### src/rtl/mmc_bb_pkg.sv
`default_nettype none

package mmc_bb_pkg;

  // ***************************************************************************
  // Register map
  // ***************************************************************************
  localparam logic [2:0] REG_DAT_O    = 3'd0;
  localparam logic [2:0] REG_DAT_I    = 3'd1;
  localparam logic [2:0] REG_CMD_O    = 3'd2;
  localparam logic [2:0] REG_CMD_I    = 3'd3;
  localparam logic [2:0] REG_OENS     = 3'd4;
  localparam logic [2:0] REG_STATUS   = 3'd5;
  localparam logic [2:0] REG_ADV_TYPE = 3'd6;
  localparam logic [2:0] REG_ADV_MAN  = 3'd7;

  // Card data bus, register and pulse counter width
  localparam int DATA_W = 8;

  // Which access fires an advance
  // Codes 5 to 7 fall back to manual
  typedef enum logic [2:0] {
    ADV_MANUAL = 3'd0,
    ADV_CMD_RD = 3'd1,
    ADV_CMD_WR = 3'd2,
    ADV_DAT_RD = 3'd3,
    ADV_DAT_WR = 3'd4
  } adv_type_e;

  // ***************************************************************************
  // Reset values
  // ***************************************************************************
  localparam logic [DATA_W-1:0] RST_DAT_O = 8'hFF;
  localparam logic              RST_CMD_O = 1'b1;
  localparam logic              RST_IDENT = 1'b1;

  // ***************************************************************************
  // Card clock divider
  // ***************************************************************************
  // Last counter value of one pulse
  localparam logic [DATA_W-1:0] FAST_LAST  = 8'd3;
  localparam logic [DATA_W-1:0] IDENT_LAST = 8'd255;

endpackage

`default_nettype wire

### src/rtl/mmc_bb_pin_if.sv
`default_nettype none

// Synchronized card inputs, pin stage to register stage
interface mmc_bb_pin_if;

  logic                          cmd;
  logic [mmc_bb_pkg::DATA_W-1:0] data;
  logic                          cdetect;
  logic                          wp;

  modport sync (
    output cmd,
    output data,
    output cdetect,
    output wp
  );

  modport regs (
    input cmd,
    input data,
    input cdetect,
    input wp
  );

endinterface

`default_nettype wire

### src/rtl/mmc_bb_ctrl_if.sv
`default_nettype none

// Advance request and pulse status between decode and clock stages
interface mmc_bb_ctrl_if;

  logic advance;     // one-cycle strobe
  logic ident_mode;  // slow identification rate
  logic trans_done;  // no pulse running
  logic card_clk;

  modport dec (
    output advance,
    output ident_mode,
    input  trans_done
  );

  modport gen (
    input  advance,
    input  ident_mode,
    output trans_done,
    output card_clk
  );

endinterface

`default_nettype wire

### src/rtl/mmc_bb_pin_sync.sv
`default_nettype none

module mmc_bb_pin_sync (
  input  wire                          wb_clk_i,
  input  wire                          wb_rst_i,
  input  wire                          mmc_cmd_i,
  input  wire [mmc_bb_pkg::DATA_W-1:0] mmc_data_i,
  input  wire                          mmc_cdetect_i,
  input  wire                          mmc_wp_i,
  mmc_bb_pin_if.sync                   pins
);

  // All card inputs side by side: wp, cdetect, data, cmd
  logic [mmc_bb_pkg::DATA_W+2:0] pin_raw;
  logic [mmc_bb_pkg::DATA_W+2:0] pin_meta_q;
  logic [mmc_bb_pkg::DATA_W+2:0] pin_sync_q;

  assign pin_raw = {mmc_wp_i, mmc_cdetect_i, mmc_data_i, mmc_cmd_i};

  // Two flop synchronizer
  always_ff @(posedge wb_clk_i) begin
    if (wb_rst_i) begin
      pin_meta_q <= '0;
      pin_sync_q <= '0;
    end else begin
      pin_meta_q <= pin_raw;
      pin_sync_q <= pin_meta_q;
    end
  end

  // Split back into the pin interface
  assign pins.cmd     = pin_sync_q[0];
  assign pins.data    = pin_sync_q[mmc_bb_pkg::DATA_W:1];
  assign pins.cdetect = pin_sync_q[mmc_bb_pkg::DATA_W+1];
  assign pins.wp      = pin_sync_q[mmc_bb_pkg::DATA_W+2];

endmodule

`default_nettype wire

### src/rtl/mmc_bb_regs.sv
`default_nettype none

module mmc_bb_regs (
  input  wire                           wb_clk_i,
  input  wire                           wb_rst_i,
  input  wire                           wb_stb_i,
  input  wire                           wb_cyc_i,
  input  wire                           wb_we_i,
  input  wire  [2:0]                    wb_adr_i,
  input  wire  [mmc_bb_pkg::DATA_W-1:0] wb_dat_i,
  output logic [mmc_bb_pkg::DATA_W-1:0] wb_dat_o,
  output logic                          wb_ack_o,
  output logic                          mmc_cmd_o,
  output logic                          mmc_cmd_oen_o,
  output logic                          mmc_data_oen_o,
  output logic [mmc_bb_pkg::DATA_W-1:0] mmc_data_o,
  mmc_bb_pin_if.regs                    pins,
  mmc_bb_ctrl_if.dec                    ctrl
);

  logic                          wb_acc;
  logic                          wr_acc;
  logic                          rd_acc;
  logic [mmc_bb_pkg::DATA_W-1:0] rd_data;
  logic                          auto_adv;
  logic                          adv_req;
  logic                          adv_q;
  logic                          ident_q;
  mmc_bb_pkg::adv_type_e         adv_type_q;

  assign wb_acc = wb_stb_i & wb_cyc_i;
  assign wr_acc = wb_acc & wb_we_i;
  assign rd_acc = wb_acc & ~wb_we_i;

  // ***************************************************************************
  // Register writes
  // ***************************************************************************
  always_ff @(posedge wb_clk_i) begin
    if (wb_rst_i) begin
      mmc_data_o     <= mmc_bb_pkg::RST_DAT_O;
      mmc_cmd_o      <= mmc_bb_pkg::RST_CMD_O;
      mmc_cmd_oen_o  <= 1'b0;
      mmc_data_oen_o <= 1'b0;
      ident_q        <= mmc_bb_pkg::RST_IDENT;
      adv_type_q     <= mmc_bb_pkg::ADV_MANUAL;
    end else if (wr_acc) begin
      // Read-only addresses fall through
      case (wb_adr_i)
        mmc_bb_pkg::REG_DAT_O: mmc_data_o <= wb_dat_i;
        mmc_bb_pkg::REG_CMD_O: mmc_cmd_o  <= wb_dat_i[0];
        mmc_bb_pkg::REG_OENS: begin
          mmc_cmd_oen_o  <= wb_dat_i[0];
          mmc_data_oen_o <= wb_dat_i[1];
          ident_q        <= wb_dat_i[4];
        end
        mmc_bb_pkg::REG_ADV_TYPE: begin
          adv_type_q <= mmc_bb_pkg::adv_type_e'(wb_dat_i[2:0]);
        end
        default: ;
      endcase
    end
  end

  // ***************************************************************************
  // Read mux
  // ***************************************************************************
  always_comb begin
    case (wb_adr_i)
      mmc_bb_pkg::REG_DAT_O:    rd_data = mmc_data_o;
      mmc_bb_pkg::REG_DAT_I:    rd_data = pins.data;
      mmc_bb_pkg::REG_CMD_O:    rd_data = {7'b0, mmc_cmd_o};
      mmc_bb_pkg::REG_CMD_I:    rd_data = {7'b0, pins.cmd};
      mmc_bb_pkg::REG_OENS: begin
        rd_data = {3'b0, ident_q, 2'b0, mmc_data_oen_o, mmc_cmd_oen_o};
      end
      mmc_bb_pkg::REG_STATUS: begin
        rd_data = {3'b0, ctrl.trans_done, 2'b0, pins.wp, pins.cdetect};
      end
      mmc_bb_pkg::REG_ADV_TYPE: rd_data = {5'b0, adv_type_q};
      default:                  rd_data = '0;
    endcase
  end

  // Valid in the ack cycle
  always_ff @(posedge wb_clk_i) begin
    if (wb_acc) begin
      wb_dat_o <= rd_data;
    end
  end

  // ***************************************************************************
  // Advance decode and ack
  // ***************************************************************************
  always_comb begin
    case (adv_type_q)
      mmc_bb_pkg::ADV_CMD_RD: auto_adv = rd_acc && wb_adr_i == mmc_bb_pkg::REG_CMD_I;
      mmc_bb_pkg::ADV_CMD_WR: auto_adv = wr_acc && wb_adr_i == mmc_bb_pkg::REG_CMD_O;
      mmc_bb_pkg::ADV_DAT_RD: auto_adv = rd_acc && wb_adr_i == mmc_bb_pkg::REG_DAT_I;
      mmc_bb_pkg::ADV_DAT_WR: auto_adv = wr_acc && wb_adr_i == mmc_bb_pkg::REG_DAT_O;
      default:                auto_adv = 1'b0;
    endcase
  end

  // Manual advance works in every mode
  assign adv_req = (wr_acc && wb_adr_i == mmc_bb_pkg::REG_ADV_MAN) || auto_adv;

  always_ff @(posedge wb_clk_i) begin
    if (wb_rst_i) begin
      wb_ack_o <= 1'b0;
      adv_q    <= 1'b0;
    end else begin
      wb_ack_o <= wb_acc;
      adv_q    <= adv_req;
    end
  end

  assign ctrl.advance    = adv_q;
  assign ctrl.ident_mode = ident_q;

endmodule

`default_nettype wire

### src/rtl/mmc_bb_clkgen.sv
`default_nettype none

module mmc_bb_clkgen (
  input  wire         wb_clk_i,
  input  wire         wb_rst_i,
  mmc_bb_ctrl_if.gen  ctrl
);

  logic [mmc_bb_pkg::DATA_W-1:0] cnt_q;
  logic [mmc_bb_pkg::DATA_W-1:0] cnt_last;
  logic                          busy;

  // ***************************************************************************
  // Pulse counter
  // ***************************************************************************
  assign cnt_last = ctrl.ident_mode ? mmc_bb_pkg::IDENT_LAST : mmc_bb_pkg::FAST_LAST;
  assign busy     = (cnt_q != '0);

  // Advance while busy is dropped
  always_ff @(posedge wb_clk_i) begin
    if (wb_rst_i) begin
      cnt_q <= '0;
    end else if (busy) begin
      if (cnt_q == cnt_last) begin
        cnt_q <= '0;
      end else begin
        cnt_q <= cnt_q + 1'b1;
      end
    end else if (ctrl.advance) begin
      cnt_q <= 8'd1;
    end
  end

  // ***************************************************************************
  // Card clock
  // ***************************************************************************
  // High for the upper half of the count, one rising edge per pulse
  assign ctrl.card_clk   = ctrl.ident_mode ? cnt_q[mmc_bb_pkg::DATA_W-1] : cnt_q[1];
  assign ctrl.trans_done = ~busy;

endmodule

`default_nettype wire

### src/rtl/mmc_bb.sv
`default_nettype none

module mmc_bb (
  input  wire        wb_clk_i,
  input  wire        wb_rst_i,
  input  wire        wb_stb_i,
  input  wire        wb_cyc_i,
  input  wire        wb_we_i,
  input  wire  [2:0] wb_adr_i,
  input  wire  [7:0] wb_dat_i,
  output wire  [7:0] wb_dat_o,
  output wire        wb_ack_o,
  output wire        mmc_clk_o,
  output wire        mmc_cmd_o,
  output wire        mmc_cmd_oen_o,
  input  wire        mmc_cmd_i,
  output wire  [7:0] mmc_data_o,
  input  wire  [7:0] mmc_data_i,
  output wire        mmc_data_oen_o,
  input  wire        mmc_cdetect_i,
  input  wire        mmc_wp_i
);

  mmc_bb_pin_if  pin_bus ();
  mmc_bb_ctrl_if ctrl_bus ();

  // Stage 1: input pin synchronization
  mmc_bb_pin_sync pin_sync_i (
    .wb_clk_i      (wb_clk_i),
    .wb_rst_i      (wb_rst_i),
    .mmc_cmd_i     (mmc_cmd_i),
    .mmc_data_i    (mmc_data_i),
    .mmc_cdetect_i (mmc_cdetect_i),
    .mmc_wp_i      (mmc_wp_i),
    .pins          (pin_bus.sync)
  );

  // Stage 2: registers and advance decode
  mmc_bb_regs regs_i (
    .wb_clk_i       (wb_clk_i),
    .wb_rst_i       (wb_rst_i),
    .wb_stb_i       (wb_stb_i),
    .wb_cyc_i       (wb_cyc_i),
    .wb_we_i        (wb_we_i),
    .wb_adr_i       (wb_adr_i),
    .wb_dat_i       (wb_dat_i),
    .wb_dat_o       (wb_dat_o),
    .wb_ack_o       (wb_ack_o),
    .mmc_cmd_o      (mmc_cmd_o),
    .mmc_cmd_oen_o  (mmc_cmd_oen_o),
    .mmc_data_oen_o (mmc_data_oen_o),
    .mmc_data_o     (mmc_data_o),
    .pins           (pin_bus.regs),
    .ctrl           (ctrl_bus.dec)
  );

  // Stage 3: card clock pulse
  mmc_bb_clkgen clkgen_i (
    .wb_clk_i (wb_clk_i),
    .wb_rst_i (wb_rst_i),
    .ctrl     (ctrl_bus.gen)
  );

  assign mmc_clk_o = ctrl_bus.card_clk;

endmodule

`default_nettype wire

### config.mk
export PLATFORM = sky130hd
export DESIGN_NAME = mmc_bb
export DESIGN_NICKNAME = d
export VERILOG_FILES = /design/src/rtl/mmc_bb_pkg.sv /design/src/rtl/mmc_bb_pin_if.sv /design/src/rtl/mmc_bb_ctrl_if.sv /design/src/rtl/mmc_bb_pin_sync.sv /design/src/rtl/mmc_bb_regs.sv /design/src/rtl/mmc_bb_clkgen.sv /design/src/rtl/mmc_bb.sv
export SDC_FILE = /design/constraint.sdc
export NUM_CORES = 1
export LEC_CHECK = 0
export ABC_AREA = 1
export BUFFER_PORTS_ARGS = -buffer_cell sky130_fd_sc_hd__buf_2
export CORE_ASPECT_RATIO = 0.7
export CORE_UTILIZATION = 55
export CTS_BUF_LIST = sky130_fd_sc_hd__clkbuf_8
export DETAILED_ROUTE_END_ITERATION = 7
export PLACE_DENSITY = 0.9
export RECOVER_POWER = 25
export SLEW_MARGIN = 5
export SYNTH_ARGS = -nofsm -noshare
export SYNTH_HDL_FRONTEND = slang
export SYNTH_SLANG_ARGS = --single-unit
### constraint.sdc
create_clock -name wb_clk_i -period 1.3 [get_ports wb_clk_i]
set_clock_uncertainty 0.1 [all_clocks]
set_input_delay 0.195 -clock wb_clk_i [delete_from_list [all_inputs] [get_ports wb_clk_i]]
set_output_delay 0.195 -clock wb_clk_i [all_outputs]
set_load 0.05 [all_outputs]
==> results.md, run 1 <==
- CP Launch Type: flip-flop
- Comb pwr share: 0.152
- Avg Cell Area, Syn: 8.045 µm²
- Root Buffer: clkbuf_8
- Net Sw Frac: 0.2498
- Pleak: 1.349 nW
- Mapped Nets: 301
- First-pass GRT wire length: between 8000 and 9000 µm
- WS Path Type: reg -> out
- Share of cells above drive strength 1: 0.2980
- Most frequent cells in the layout: buf_2, inv_1, nand2_1, nor2_1, dfxtp_1
- Port Buf Inserts: 47
- Sequential fraction of design power: 0.493
- Initial DRC count: 156
- MaxCap Viol Count: 0
- GP Congestion: 0.9218
- Min Hold Slack: 0.01753 ns
- Rel. slew slack: 0.7203
- Boundary Pins: 48
- Clock group share of total power: 0.355
- Commonest non-fill, non-tap cell in the layout: buf_2
- Grt total ovfl: 0
- Unique masters post-synth: 27
- Register bit total from synthesis: 55
- Max-slew violations: 0
- Period utilization: 1.094
- GRT Overall Usage: 0.2646
- Clk_lat worst skew: 0.31 ns
- Max FO, Critical Path: 2
- Avg Vias per Cell: approximately 5.3
- Worst EP arrival: 1.13 ns
- Power Density: 1254 nW/µm²
- Design Area, Final: between 2000 and 3000 µm²
- Largest net degree at the start of global routing: 25
- Fmax: 0.7033 GHz
- DRC Markers: 0
- Die footprint: ~4200 µm²
- Core area: 3671 µm²
- Layout Area Growth over Synthesis: 36.14%
- Peak supply drop: approximately 1.5 mV
- RSZ-0062 raised after global routing: yes
- Worst Hold Depth: 3
- Num CTS Buffers: 5
- Filler cells: 223
- Clk slew on worst S/H paths: 0.10 ns
- Switch Pwr: ~0.00093 W
- Min setup slack post-route: -0.1219 ns
- Post-Route Utilization: 0.8115
- Routed Antenna Nets: 0
- Final Hold Viols: 0
- CTS H-tree lvls: 2
- Synth Instances: between 200 and 300
- Crit path required time: 1.00 ns
- R2r setup slk: -0.11 ns
- Post-layout minimum cycle time: 1.422 ns
- Reg2reg end: clkgen_i.cnt_q[2]
- Final #Nets: 377
- CTS tree: done
- Die height: between 50 and 60 µm
- Drt total wl: 5412 µm
- FF-to-FF path depth: 7
- Initial core utilization: 0.5961
- Average wire per standard cell: between 10 and 15 µm
- Via count: between 2000 and 2500
- Site Rows: 18
- Setup WS pre-CTS: -0.07468 ns
- Cell internal pwr: 0.002803 W
- Synthesized cell area: 2188 µm²
- Hold Path Class: in -> reg
- Post-DP HPWL: 3538 µm
- YS warnings: 0
- CP Capture Type: output port
- Vias in the first global route: 1830
- RR Startpoint: clkgen_i.cnt_q[1]
- Hold EP: regs_i.ctrl.ident_mode
- Initial antenna violation count: 0
- Setup Viol. Count Final: 8
- Hold Startpoint: wb_dat_i[4]
- 1st-pass router iterations: 6
- Worst Tran Pin Value: around 0.42 ns
- Placed Area: 2522 µm²
- Sequential fraction of the synthesis area: 0.5397
- Clock tree buffer depth: 2
- Chip width: 77.39 µm
- Violated checks: setup timing
- Num Clock Sinks: 55
- Status: finished with violations
- Antenna cells: 0
registers in the layout, indices dropped and copies added (netlist names):
register,cells
regs_i.adv_type_q,3
regs_i.mmc_cmd_o,1
regs_i.mmc_data_oen_o,1
pin_sync_i.pin_sync_q,11
pin_sync_i.pin_meta_q,11
regs_i.wb_dat_o,8
regs_i.ctrl.advance,1
clkgen_i.cnt_q,8
regs_i.mmc_data_o,8
regs_i.wb_ack_o,1
regs_i.mmc_cmd_oen_o,1
regs_i.ctrl.ident_mode,1
power by group through the flow:
stage / logic (W) / clock network, W / registers [W]
global route: 0.000610 / 0.00141 / 0.00185
floorplan: 0.000198 / 0 / 0.00192
detailed placement: 0.000401 / 0 / 0.00187
global placement: 0.000387 / 0 / 0.00186
finish: 0.000569 / 0.00133 / 0.00184
CTS: 0.000523 / 0.00135 / 0.00184
critical path: stages (launching register included):
cell	delay, ns
dfxtp_2	0.37
inv_2	0.05
buf_6	0.11
o21ai_4	0.12
buf_6	0.17
logic make-up (layout without fill, tap and decap cells):
group	after synthesis	count (layout)	synth area share
AND/OR/NAND/NOR	126	126	0.2550
flip-flops	55	55	0.5397
buffers and inverters	54	131	0.09434
AO/OA/AOI/OAI	31	31	0.08347
XOR/XNOR	4	4	0.01601
adder cells (fa/ha/maj)	2	2	0.01143
synth_stat cells:
cell type,instances,area share
nor2_1,42,0.072
inv_4,1,0.0029
xor2_1,2,0.0080
clkbuf_1,4,0.0069
o21ai_1,1,0.0023
nand3_1,27,0.062
o21ai_0,14,0.032
edfxtp_1,8,0.11
nor3_1,1,0.0023
nand4_1,4,0.011
a21oi_1,9,0.021
nand2_1,43,0.074
o21ai_2,1,0.0040
nand2_2,2,0.0057
o21bai_2,1,0.0051
buf_2,1,0.0023
nor3_2,1,0.0046
nand3_2,1,0.0046
nor2_4,2,0.010
ha_1,2,0.011
dfxtp_1,47,0.43
nor2_2,3,0.0086
o211ai_1,1,0.0034
inv_1,47,0.081
inv_2,1,0.0017
a22o_1,4,0.016
xnor2_1,2,0.0080
through the flow:
stage               setup TNS [ns]  total power, W  instances
floorplan                        0        0.002118        272
global placement         -0.005707        0.002248        371
detailed placement        -0.08488        0.002267        371
CTS                        -0.1186        0.003709        398
global route               -0.9982        0.003866        399
finish                     -0.6235        0.003736        399
how the worst max path moves through the flow:
stage               slack, ns  cells after the start            endpoint              start
finish                  -0.12                      4           mmc_clk_o  clkgen_i.cnt_q[1]
floorplan                0.13                      6   clkgen_i.cnt_q[0]  clkgen_i.cnt_q[1]
CTS                     -0.12                      4           mmc_clk_o  clkgen_i.cnt_q[1]
detailed placement      -0.07                      6  regs_i.wb_dat_o[4]        wb_adr_i[2]
global route            -0.16                      4           mmc_clk_o  clkgen_i.cnt_q[1]
global placement       -0.006                      6  regs_i.wb_dat_o[4]        wb_adr_i[2]
final cells by class:
class / instances / area (µm²) / share of cell area
sequential: 55 / 1191 / 0.3998
multi-input combinational: 163 / 915.9 / 0.3074
timing repair buffer: 74 / 488.0 / 0.1638
inverter: 49 / 186.4 / 0.06258
clock buffer: 5 / 68.82 / 0.02310
clock inverter: 3 / 66.31 / 0.02226
tap: 50 / 62.56 / 0.02100
per-layer routing:
metal,vias to the layer above,track usage,wire [µm]
li1,1001,-,-
met1,961,0.3093,2237
met2,116,0.4661,2594
met3,23,0.07500,451
met4,0,0.1226,129
met5,-,0,0
timing repair:
action                                  4_1_cts  5_1_grt
endpoints found under the setup margin        6       10
hold buffers                                 16        0
resized for setup                            16       22
pin swaps                                     4        6
endpoints found under the hold margin        16        0
buffers inserted                              3        1
Power figures use the tool's default switching activity.
==> run 2: changes to the inputs <==
--- a/config.mk
+++ b/config.mk
@@ -8,12 +8,14 @@
 export ABC_AREA = 1
 export BUFFER_PORTS_ARGS = -buffer_cell sky130_fd_sc_hd__buf_2
 export CORE_ASPECT_RATIO = 0.7
+export CORE_MARGIN = 5
 export CORE_UTILIZATION = 55
 export CTS_BUF_LIST = sky130_fd_sc_hd__clkbuf_8
 export DETAILED_ROUTE_END_ITERATION = 7
-export PLACE_DENSITY = 0.9
+export PLACE_DENSITY = 0.89
 export RECOVER_POWER = 25
 export SLEW_MARGIN = 5
 export SYNTH_ARGS = -nofsm -noshare
 export SYNTH_HDL_FRONTEND = slang
+export SYNTH_HIERARCHICAL = 1
 export SYNTH_SLANG_ARGS = --single-unit
==> run 2 against run 1 <==
The run still ends with setup timing left. Register-to-register slack improved by 0.03 ns. Final cell count grew 1.0%. Synthesized area increased by 3.4%. Clock power decreased by 25%. Total power decreased by 9.4%. First-iteration DRC count grew 120%. Critical path type unchanged.
==> results.md, run 2 <==
- Status: finished with violations
- Violated checks: setup timing
- Routed Antenna Nets: 0 (unchanged)
- Cell taking the most area after synthesis: dfxtp_1
- Die footprint: 5519 µm² (+30%)
- Layout Area Growth over Synthesis: 32.06%
- Setup Viol. Count Final: 3 (-5)
- Root Buffer: clkbuf_8
- Slowest cell delay on critical path: 0.36 ns (about the same)
- Largest net degree at the start of global routing: 23 (-8.0%)
- Asr flop ratio synth: 0 (unchanged)
- Num CTS Buffers: 5 (unchanged)
- Critical path's slowest cell: dfxtp_4
- Pleak: 1.352 nW (+0.21%)
- Initial core utilization: 0.5736 (-0.02256)
- WS Path Type: reg -> out
- Avg Cell Area, Syn: 8.201 µm² (+1.9%)
- Period utilization: 1.096 (+0.002445)
- CP most frequent cell: buf_6
- Die height: 63.67 µm (+16%)
- GP Congestion: 0.9292 (+0.80%)
- Max FO, Critical Path: 2 (unchanged)
- Initial antenna violation count: 0 (unchanged)
- MaxCap Viol Count: 0 (unchanged)
- CP Capture Type: output port
- Commonest non-fill, non-tap cell in the layout: nand2_1
- YS warnings: 6 (+6)
- CTS tree: done
- Design Area, Final: 2989 µm² (+0.34%)
- Final #Nets: 380 (+0.80%)
- Reg2reg end: clkgen_i/cnt_q[6]
- Worst EP arrival: 1.13 ns (about the same)
- Avg Vias per Cell: 5.479 (+4.0%)
- Crit path cell chain: inv_2 -> buf_6 -> o21ai_4 -> buf_6
- First-pass GRT wire length: 8859 µm (+7.7%)
- Register bit total from synthesis: 55 (unchanged)
- Sequential fraction of the synthesis area: 0.5218 (-0.01790)
- Synth Instances: 276 (+1.5%)
- Post-synth EDFFs: 8 (unchanged)
- Post-layout minimum cycle time: 1.425 ns (+0.003179 ns)
- Max-slew violations: 0 (unchanged)
- Via count: 2208 (+5.1%)
- Clk_lat worst skew: 0.32 ns (about the same)
- Crit path required time: 1.00 ns (about the same)
- Chip width: 86.68 µm (+12%)
- Regs by FF count: pin_sync_i/pin_meta_q: 11 flops, pin_sync_i/pin_sync_q: 11 flops
- Rel. slew slack: 0.4657 (-0.2546)
- Count leader, synth: nand2_1
- Hold Path Class: in -> reg
- Cell count after placement: 378 (+1.9%)
- Peak supply drop: 0.5978 mV (-59%)
- Drt total wl: 6186 µm (+14%)
- Boundary Pins: 48 (unchanged)
- Most frequent cells in the layout: nand2_1, buf_2, inv_1
- Min Hold Slack: 0.02604 ns (+0.008510 ns)
- Unique masters post-synth: 30 (+11%)
- Min setup slack post-route: -0.1251 ns (-0.003179 ns)
- Synth top area cells: dfxtp_1, edfxtp_1, nand2_1
- Fmax: 0.7017 GHz (-0.22%)
- Grt total ovfl: 0 (unchanged)
- DRC Markers: 0 (unchanged)
- Num Clock Sinks: 55 (unchanged)
- Site Rows: 19 (+1)
- Post-DP HPWL: 3716 µm (+5.0%)
- Placed Area: 2585 µm² (+2.5%)
- Vias in the first global route: 1851 (+1.1%)
- Synthesized cell area: 2263 µm² (+3.4%)
- Share of cells above drive strength 1: 0.3105 (+0.01255)
- Worst Tran Pin Value: 0.8015 ns (+0.3819 ns)
- 1st-pass router iterations: 5 (-1)
- Hold EP: regs_i/ctrl.ident_mode
- Power Density: 1133 nW/µm² (-9.7%)
- Average wire per standard cell: 15.35 µm (+13%)
- R2r setup slk: -0.08 ns (+0.03 ns)
- GRT Overall Usage: 0.2057 (-0.05888)
- Most used DFF post-synth: dfxtp_1
- Antenna cells: 0 (unchanged)
- Clk slew on worst S/H paths: 0.10 ns (about the same)
- FF-to-FF path depth: 6 (-1)
- CTS H-tree lvls: 2 (unchanged)
- CP Launch Type: flip-flop
- Core area: 3946 µm² (+7.5%)
- Post-route insts no fill: 403 (+1.0%)
- Final Hold Viols: 0 (unchanged)
- Mapped Nets: 306 (+1.7%)
- RR Startpoint: clkgen_i/cnt_q[1]
- Clock tree buffer depth: 2 (unchanged)
- Top post-synthesis cells by count: nand2_1, dfxtp_1, inv_1
- Hold Startpoint: wb_dat_i[4]
- Initial DRC count: 337 (+120%)
- Post-synth top area share: 0.4157 (-0.01426)
- Worst Hold Depth: 3 (unchanged)
- RSZ-0062 raised after global routing: yes
- Port Buf Inserts: 47 (unchanged)
[run 2: cell families after synthesis]
| family | Yosys count | synth area share |
|---|---|---|
| xor+xnor | 5 | 0.01935 |
| buf+inv | 51 | 0.09563 |
| simple gates | 142 | 0.2919 |
| fa+ha+maj | 3 | 0.01659 |
| compound gates | 20 | 0.05473 |
| flops | 55 | 0.5218 |
[run 2: worst max path at each step]
stage,start,end,slack [ns],cells past startpoint
6_report,clkgen_i/cnt_q[1],mmc_clk_o,-0.13,4
5_1_grt,clkgen_i/cnt_q[1],mmc_clk_o,-0.16,4
4_1_cts,clkgen_i/cnt_q[1],mmc_clk_o,-0.13,4
3_5_place_dp,wb_adr_i[1],regs_i/wb_dat_o[0],-0.06,8
3_3_place_gp,clkgen_i/cnt_q[0],regs_i/wb_dat_o[4],-0.01,6
2_1_floorplan,clkgen_i/cnt_q[0],regs_i/wb_dat_o[4],0.01,6
[run 2: layer usage]
metal  GRT usage  up-vias  share of wire
li1            -     1018              -
met1      0.2729      974           0.39
met2      0.3349      180           0.45
met3     0.03125       36           0.11
met4     0.07977        0          0.045
met5           0        -              0
[run 2: layout make-up]
class                           instances  area [µm²]
Tap cell                               52       65.06
Timing Repair Buffer                   71       467.9
Inverter                               47       178.9
Clock inverter                          3       28.78
Clock buffer                            5       68.82
Fill cell                             271       957.2
Sequential cell                        55        1209
Multi-Input combinational cell        170       970.9
[run 2: report_power, final]
| part | leakage, nW | switching [W] | total [W] | internal (W) |
|---|---|---|---|---|
| combinational | 0.834 | 0.000335 | 0.000549 | 0.000214 |
| clock | 0.0502 | 0.000598 | 0.000998 | 0.000400 |
| sequential | 0.467 | 0.0000508 | 0.00184 | 0.00179 |
| total | 1.35 | 0.000983 | 0.00339 | 0.00240 |
[run 2: worst max-delay path: cells and delay by family, from the launching register on]
kind,cells,cell delay [ns]
buffers and inverters,3,0.33
AO/OA/AOI/OAI,1,0.14
flip-flops,1,0.36
[run 2: stage by stage]
| step | total power, W | setup TNS [ns] | util | setup slack, ns |
|---|---|---|---|---|
| 2_1_floorplan | 0.002133 | 0 | - | 0.009704 |
| 3_3_place_gp | 0.002263 | -0.01185 | 0.6550 | -0.01185 |
| 3_5_place_dp | 0.002274 | -0.1361 | 0.6550 | -0.06113 |
| 4_1_cts | 0.003295 | -0.1331 | 0.7353 | -0.1331 |
| 5_1_grt | 0.003527 | -0.5357 | 0.7575 | -0.1645 |
| 6_report | 0.003386 | -0.2230 | 0.7575 | -0.1251 |
[run 2: timing repair]
item | 4_1_cts | 5_1_grt
endpoints found under the setup margin | 6 | 14
setup buffers | 2 | 0
gates resized for setup | 18 | 32
hold endpoints to repair | 15 | 0
hold buffers | 15 | 0
pin swaps | 7 | 5
==> run 3: changes to the inputs <==
--- a/config.mk
+++ b/config.mk
@@ -7,15 +7,15 @@
 export LEC_CHECK = 0
 export ABC_AREA = 1
 export BUFFER_PORTS_ARGS = -buffer_cell sky130_fd_sc_hd__buf_2
+export CAP_MARGIN = 10
 export CORE_ASPECT_RATIO = 0.7
 export CORE_MARGIN = 5
 export CORE_UTILIZATION = 55
 export CTS_BUF_LIST = sky130_fd_sc_hd__clkbuf_8
 export DETAILED_ROUTE_END_ITERATION = 7
-export PLACE_DENSITY = 0.89
+export PLACE_DENSITY = 0.9
 export RECOVER_POWER = 25
 export SLEW_MARGIN = 5
 export SYNTH_ARGS = -nofsm -noshare
 export SYNTH_HDL_FRONTEND = slang
-export SYNTH_HIERARCHICAL = 1
 export SYNTH_SLANG_ARGS = --single-unit
==> run 3 against run 2 <==
The flow still finishes with violations (setup timing). Register-to-register slack barely moved. Fmax rose by 2.0%. Via count is 10% lower. Sequential cell count unchanged. Critical endpoint unchanged. Largest power group unchanged. Highest routed layer unchanged.
==> results.md, run 3 (same netlist as run 1, synthesis figures left out) <==
- Status: finished with violations
- Violated checks: setup timing
- Port Buf Inserts: 47 (unchanged)
- Chip width: 85.39 µm (-1.5%)
- MaxCap Viol Count: 0 (unchanged)
- Vias in the first global route: 1853 (+0.11%)
- DRC Markers: 0 (unchanged)
- Max-slew violations: 0 (unchanged)
- Setup WS pre-CTS: -0.04170 ns (+0.01943 ns)
- Peak supply drop: 0.9223 mV (+54%)
- Crit path buffers/inverters: 3 (unchanged)
- CTS H-tree lvls: 2 (unchanged)
- Core area: 3875 µm² (-1.8%)
- CP top delay family: flip-flops
- CP Capture Type: output port
- Num Clock Sinks: 55 (unchanged)
- Post-layout minimum cycle time: 1.397 ns (-0.02788 ns)
- Commonest non-fill, non-tap cell in the layout: inv_1
- Boundary Pins: 48 (unchanged)
- Final TNS setup: -0.4271 ns (-0.2041 ns)
- Clk slew on worst S/H paths: 0.09 ns (about the same)
- Initial DRC count: 171 (-49%)
- Layout Area Growth over Synthesis: 32.42%
- Final Hold Viols: 0 (unchanged)
- Max FO, Critical Path: 2 (unchanged)
- GP Congestion: 0.8901 (-4.2%)
- Power Density: 1145 nW/µm² (+1.1%)
- Clk_lat worst skew: 0.31 ns (about the same)
- Fmax: 0.7157 GHz (+2.0%)
- Crit path cell chain: inv_2 -> buf_6 -> o21ai_2 -> buf_6
- Clock tree buffer depth: 2 (unchanged)
- Antenna cells: 0 (unchanged)
- GRT Overall Usage: 0.2012 (-0.004450)
- Worst Tran Pin Value: 0.8293 ns (+0.02785 ns)
- RSZ-0062 raised after global routing: yes
- Post-DP HPWL: 3612 µm (-2.8%)
- CP most frequent cell: buf_6
- Root Buffer: clkbuf_8
- Grt total ovfl: 0 (unchanged)
- Average wire per standard cell: 13.31 µm (-13%)
- Hold Path Class: in -> reg
- Worst EP arrival: 1.10 ns (-0.03 ns)
- Routed Antenna Nets: 0 (unchanged)
- Slowest cell delay on critical path: 0.36 ns (about the same)
- CTS tree: done
- Initial core utilization: 0.5647 (-0.008817)
- Share of cells above drive strength 1: 0.2948 (-0.01574)
- Num CTS Buffers: 5 (unchanged)
- Most frequent cells in the layout: inv_1, nand2_1, dfxtp_1
- Setup Viol. Count Final: 8 (+5)
- Largest net degree at the start of global routing: 17 (-26%)
- Crit path required time: 1.00 ns (about the same)
- CP Launch Type: flip-flop
- Min setup slack post-route: -0.09718 ns (+0.02788 ns)
- WS Path Type: reg -> out
- Min Hold Slack: 0.01072 ns (-0.01532 ns)
- Regs by FF count: pin_sync_i.pin_meta_q: 11 flops, pin_sync_i.pin_sync_q: 11 flops
- 1st-pass router iterations: 4 (-1)
- Via count: 1986 (-10%)
- Site Rows: 19 (unchanged)
- Critical path's slowest cell: dfxtp_2
- Rel. slew slack: 0.4471 (-0.01856)
- First-pass GRT wire length: 8562 µm (-3.4%)
- Initial antenna violation count: 0 (unchanged)
- Final #Nets: 375 (-1.3%)
- Placed Area: 2540 µm² (-1.7%)
- Pleak: 1.320 nW (-2.3%)
- Design Area, Final: 2898 µm² (-3.1%)
- Drt total wl: 5299 µm (-14%)
- Avg Vias per Cell: 4.990 (-8.9%)
- Period utilization: 1.075 (-0.02144)
- Die height: 62.78 µm (-1.4%)
- Die footprint: 5360 µm² (-2.9%)
==> run 3: cell count changes in the layout (fill, tap and decap cells not counted), sizes merged, moves of 2 or more <==
cell and delta:
nand2 -9, o21ai +8, a21oi +4, clkbuf +4
nor3 -3, nand4 -2
==> run 3: worst paths after layout <==
kind,depth (start not counted),slack (ns),start,to
min,3,0.01,wb_dat_i[5],regs_i.mmc_data_o[5]
min reg2reg,2,0.31,pin_sync_i.pin_meta_q[1],pin_sync_i.pin_sync_q[1]
max,4,-0.1,clkgen_i.cnt_q[1],mmc_clk_o
max reg2reg,7,-0.07,clkgen_i.cnt_q[1],clkgen_i.cnt_q[1]
==> run 3: through the flow <==
stage               total power (W)  std cells    util
floorplan                  0.002118        272       -
global placement           0.002248        375  0.6555
detailed placement         0.002278        375  0.6555
CTS                        0.003309        398  0.7310
global route               0.003458        398  0.7478
finish                     0.003317        398  0.7478
==> run 3: power breakdown <==
part           total (W)  internal, W  switching, W  leakage, nW
Sequential       0.00184      0.00180     0.0000461        0.464
Clock           0.000944     0.000419      0.000525       0.0470
Combinational   0.000531     0.000208      0.000323        0.809
==> run 3: per-layer routing <==
| metal | vias up | part of all wire | global-route usage |
|---|---|---|---|
| met1 | 896 | 0.44 | 0.2709 |
| met5 | - | 0 | 0 |
| met2 | 88 | 0.45 | 0.3062 |
| li1 | 997 | - | - |
| met4 | 0 | 0.011 | 0.05731 |
| met3 | 5 | 0.092 | 0.06851 |
==> run 3: cell type report <==
cell class / instances / area, µm²
Sequential cell: 55 / 1191
Multi-Input combinational cell: 163 / 883.3
Fill cell: 274 / 977.2
Tap cell: 52 / 65.06
Clock buffer: 6 / 82.58
Clock inverter: 1 / 5.005
Inverter: 49 / 186.4
Timing Repair Buffer: 72 / 484.2
==> run 3: worst min-delay path, stage by stage <==
cell,delay [ns]
buf_2,0.08
nand2_1,0.04
nand3_1,0.07
==> run 3: timing repair <==
item                       in CTS  in global routing
pin swaps                       2                  6
gates resized for setup        15                 26
hold buffers                   14                  0
hold endpoints to repair       14                  0
gates cloned                    0                  0
buffers inserted                2                  0
setup endpoints to repair       4                 17
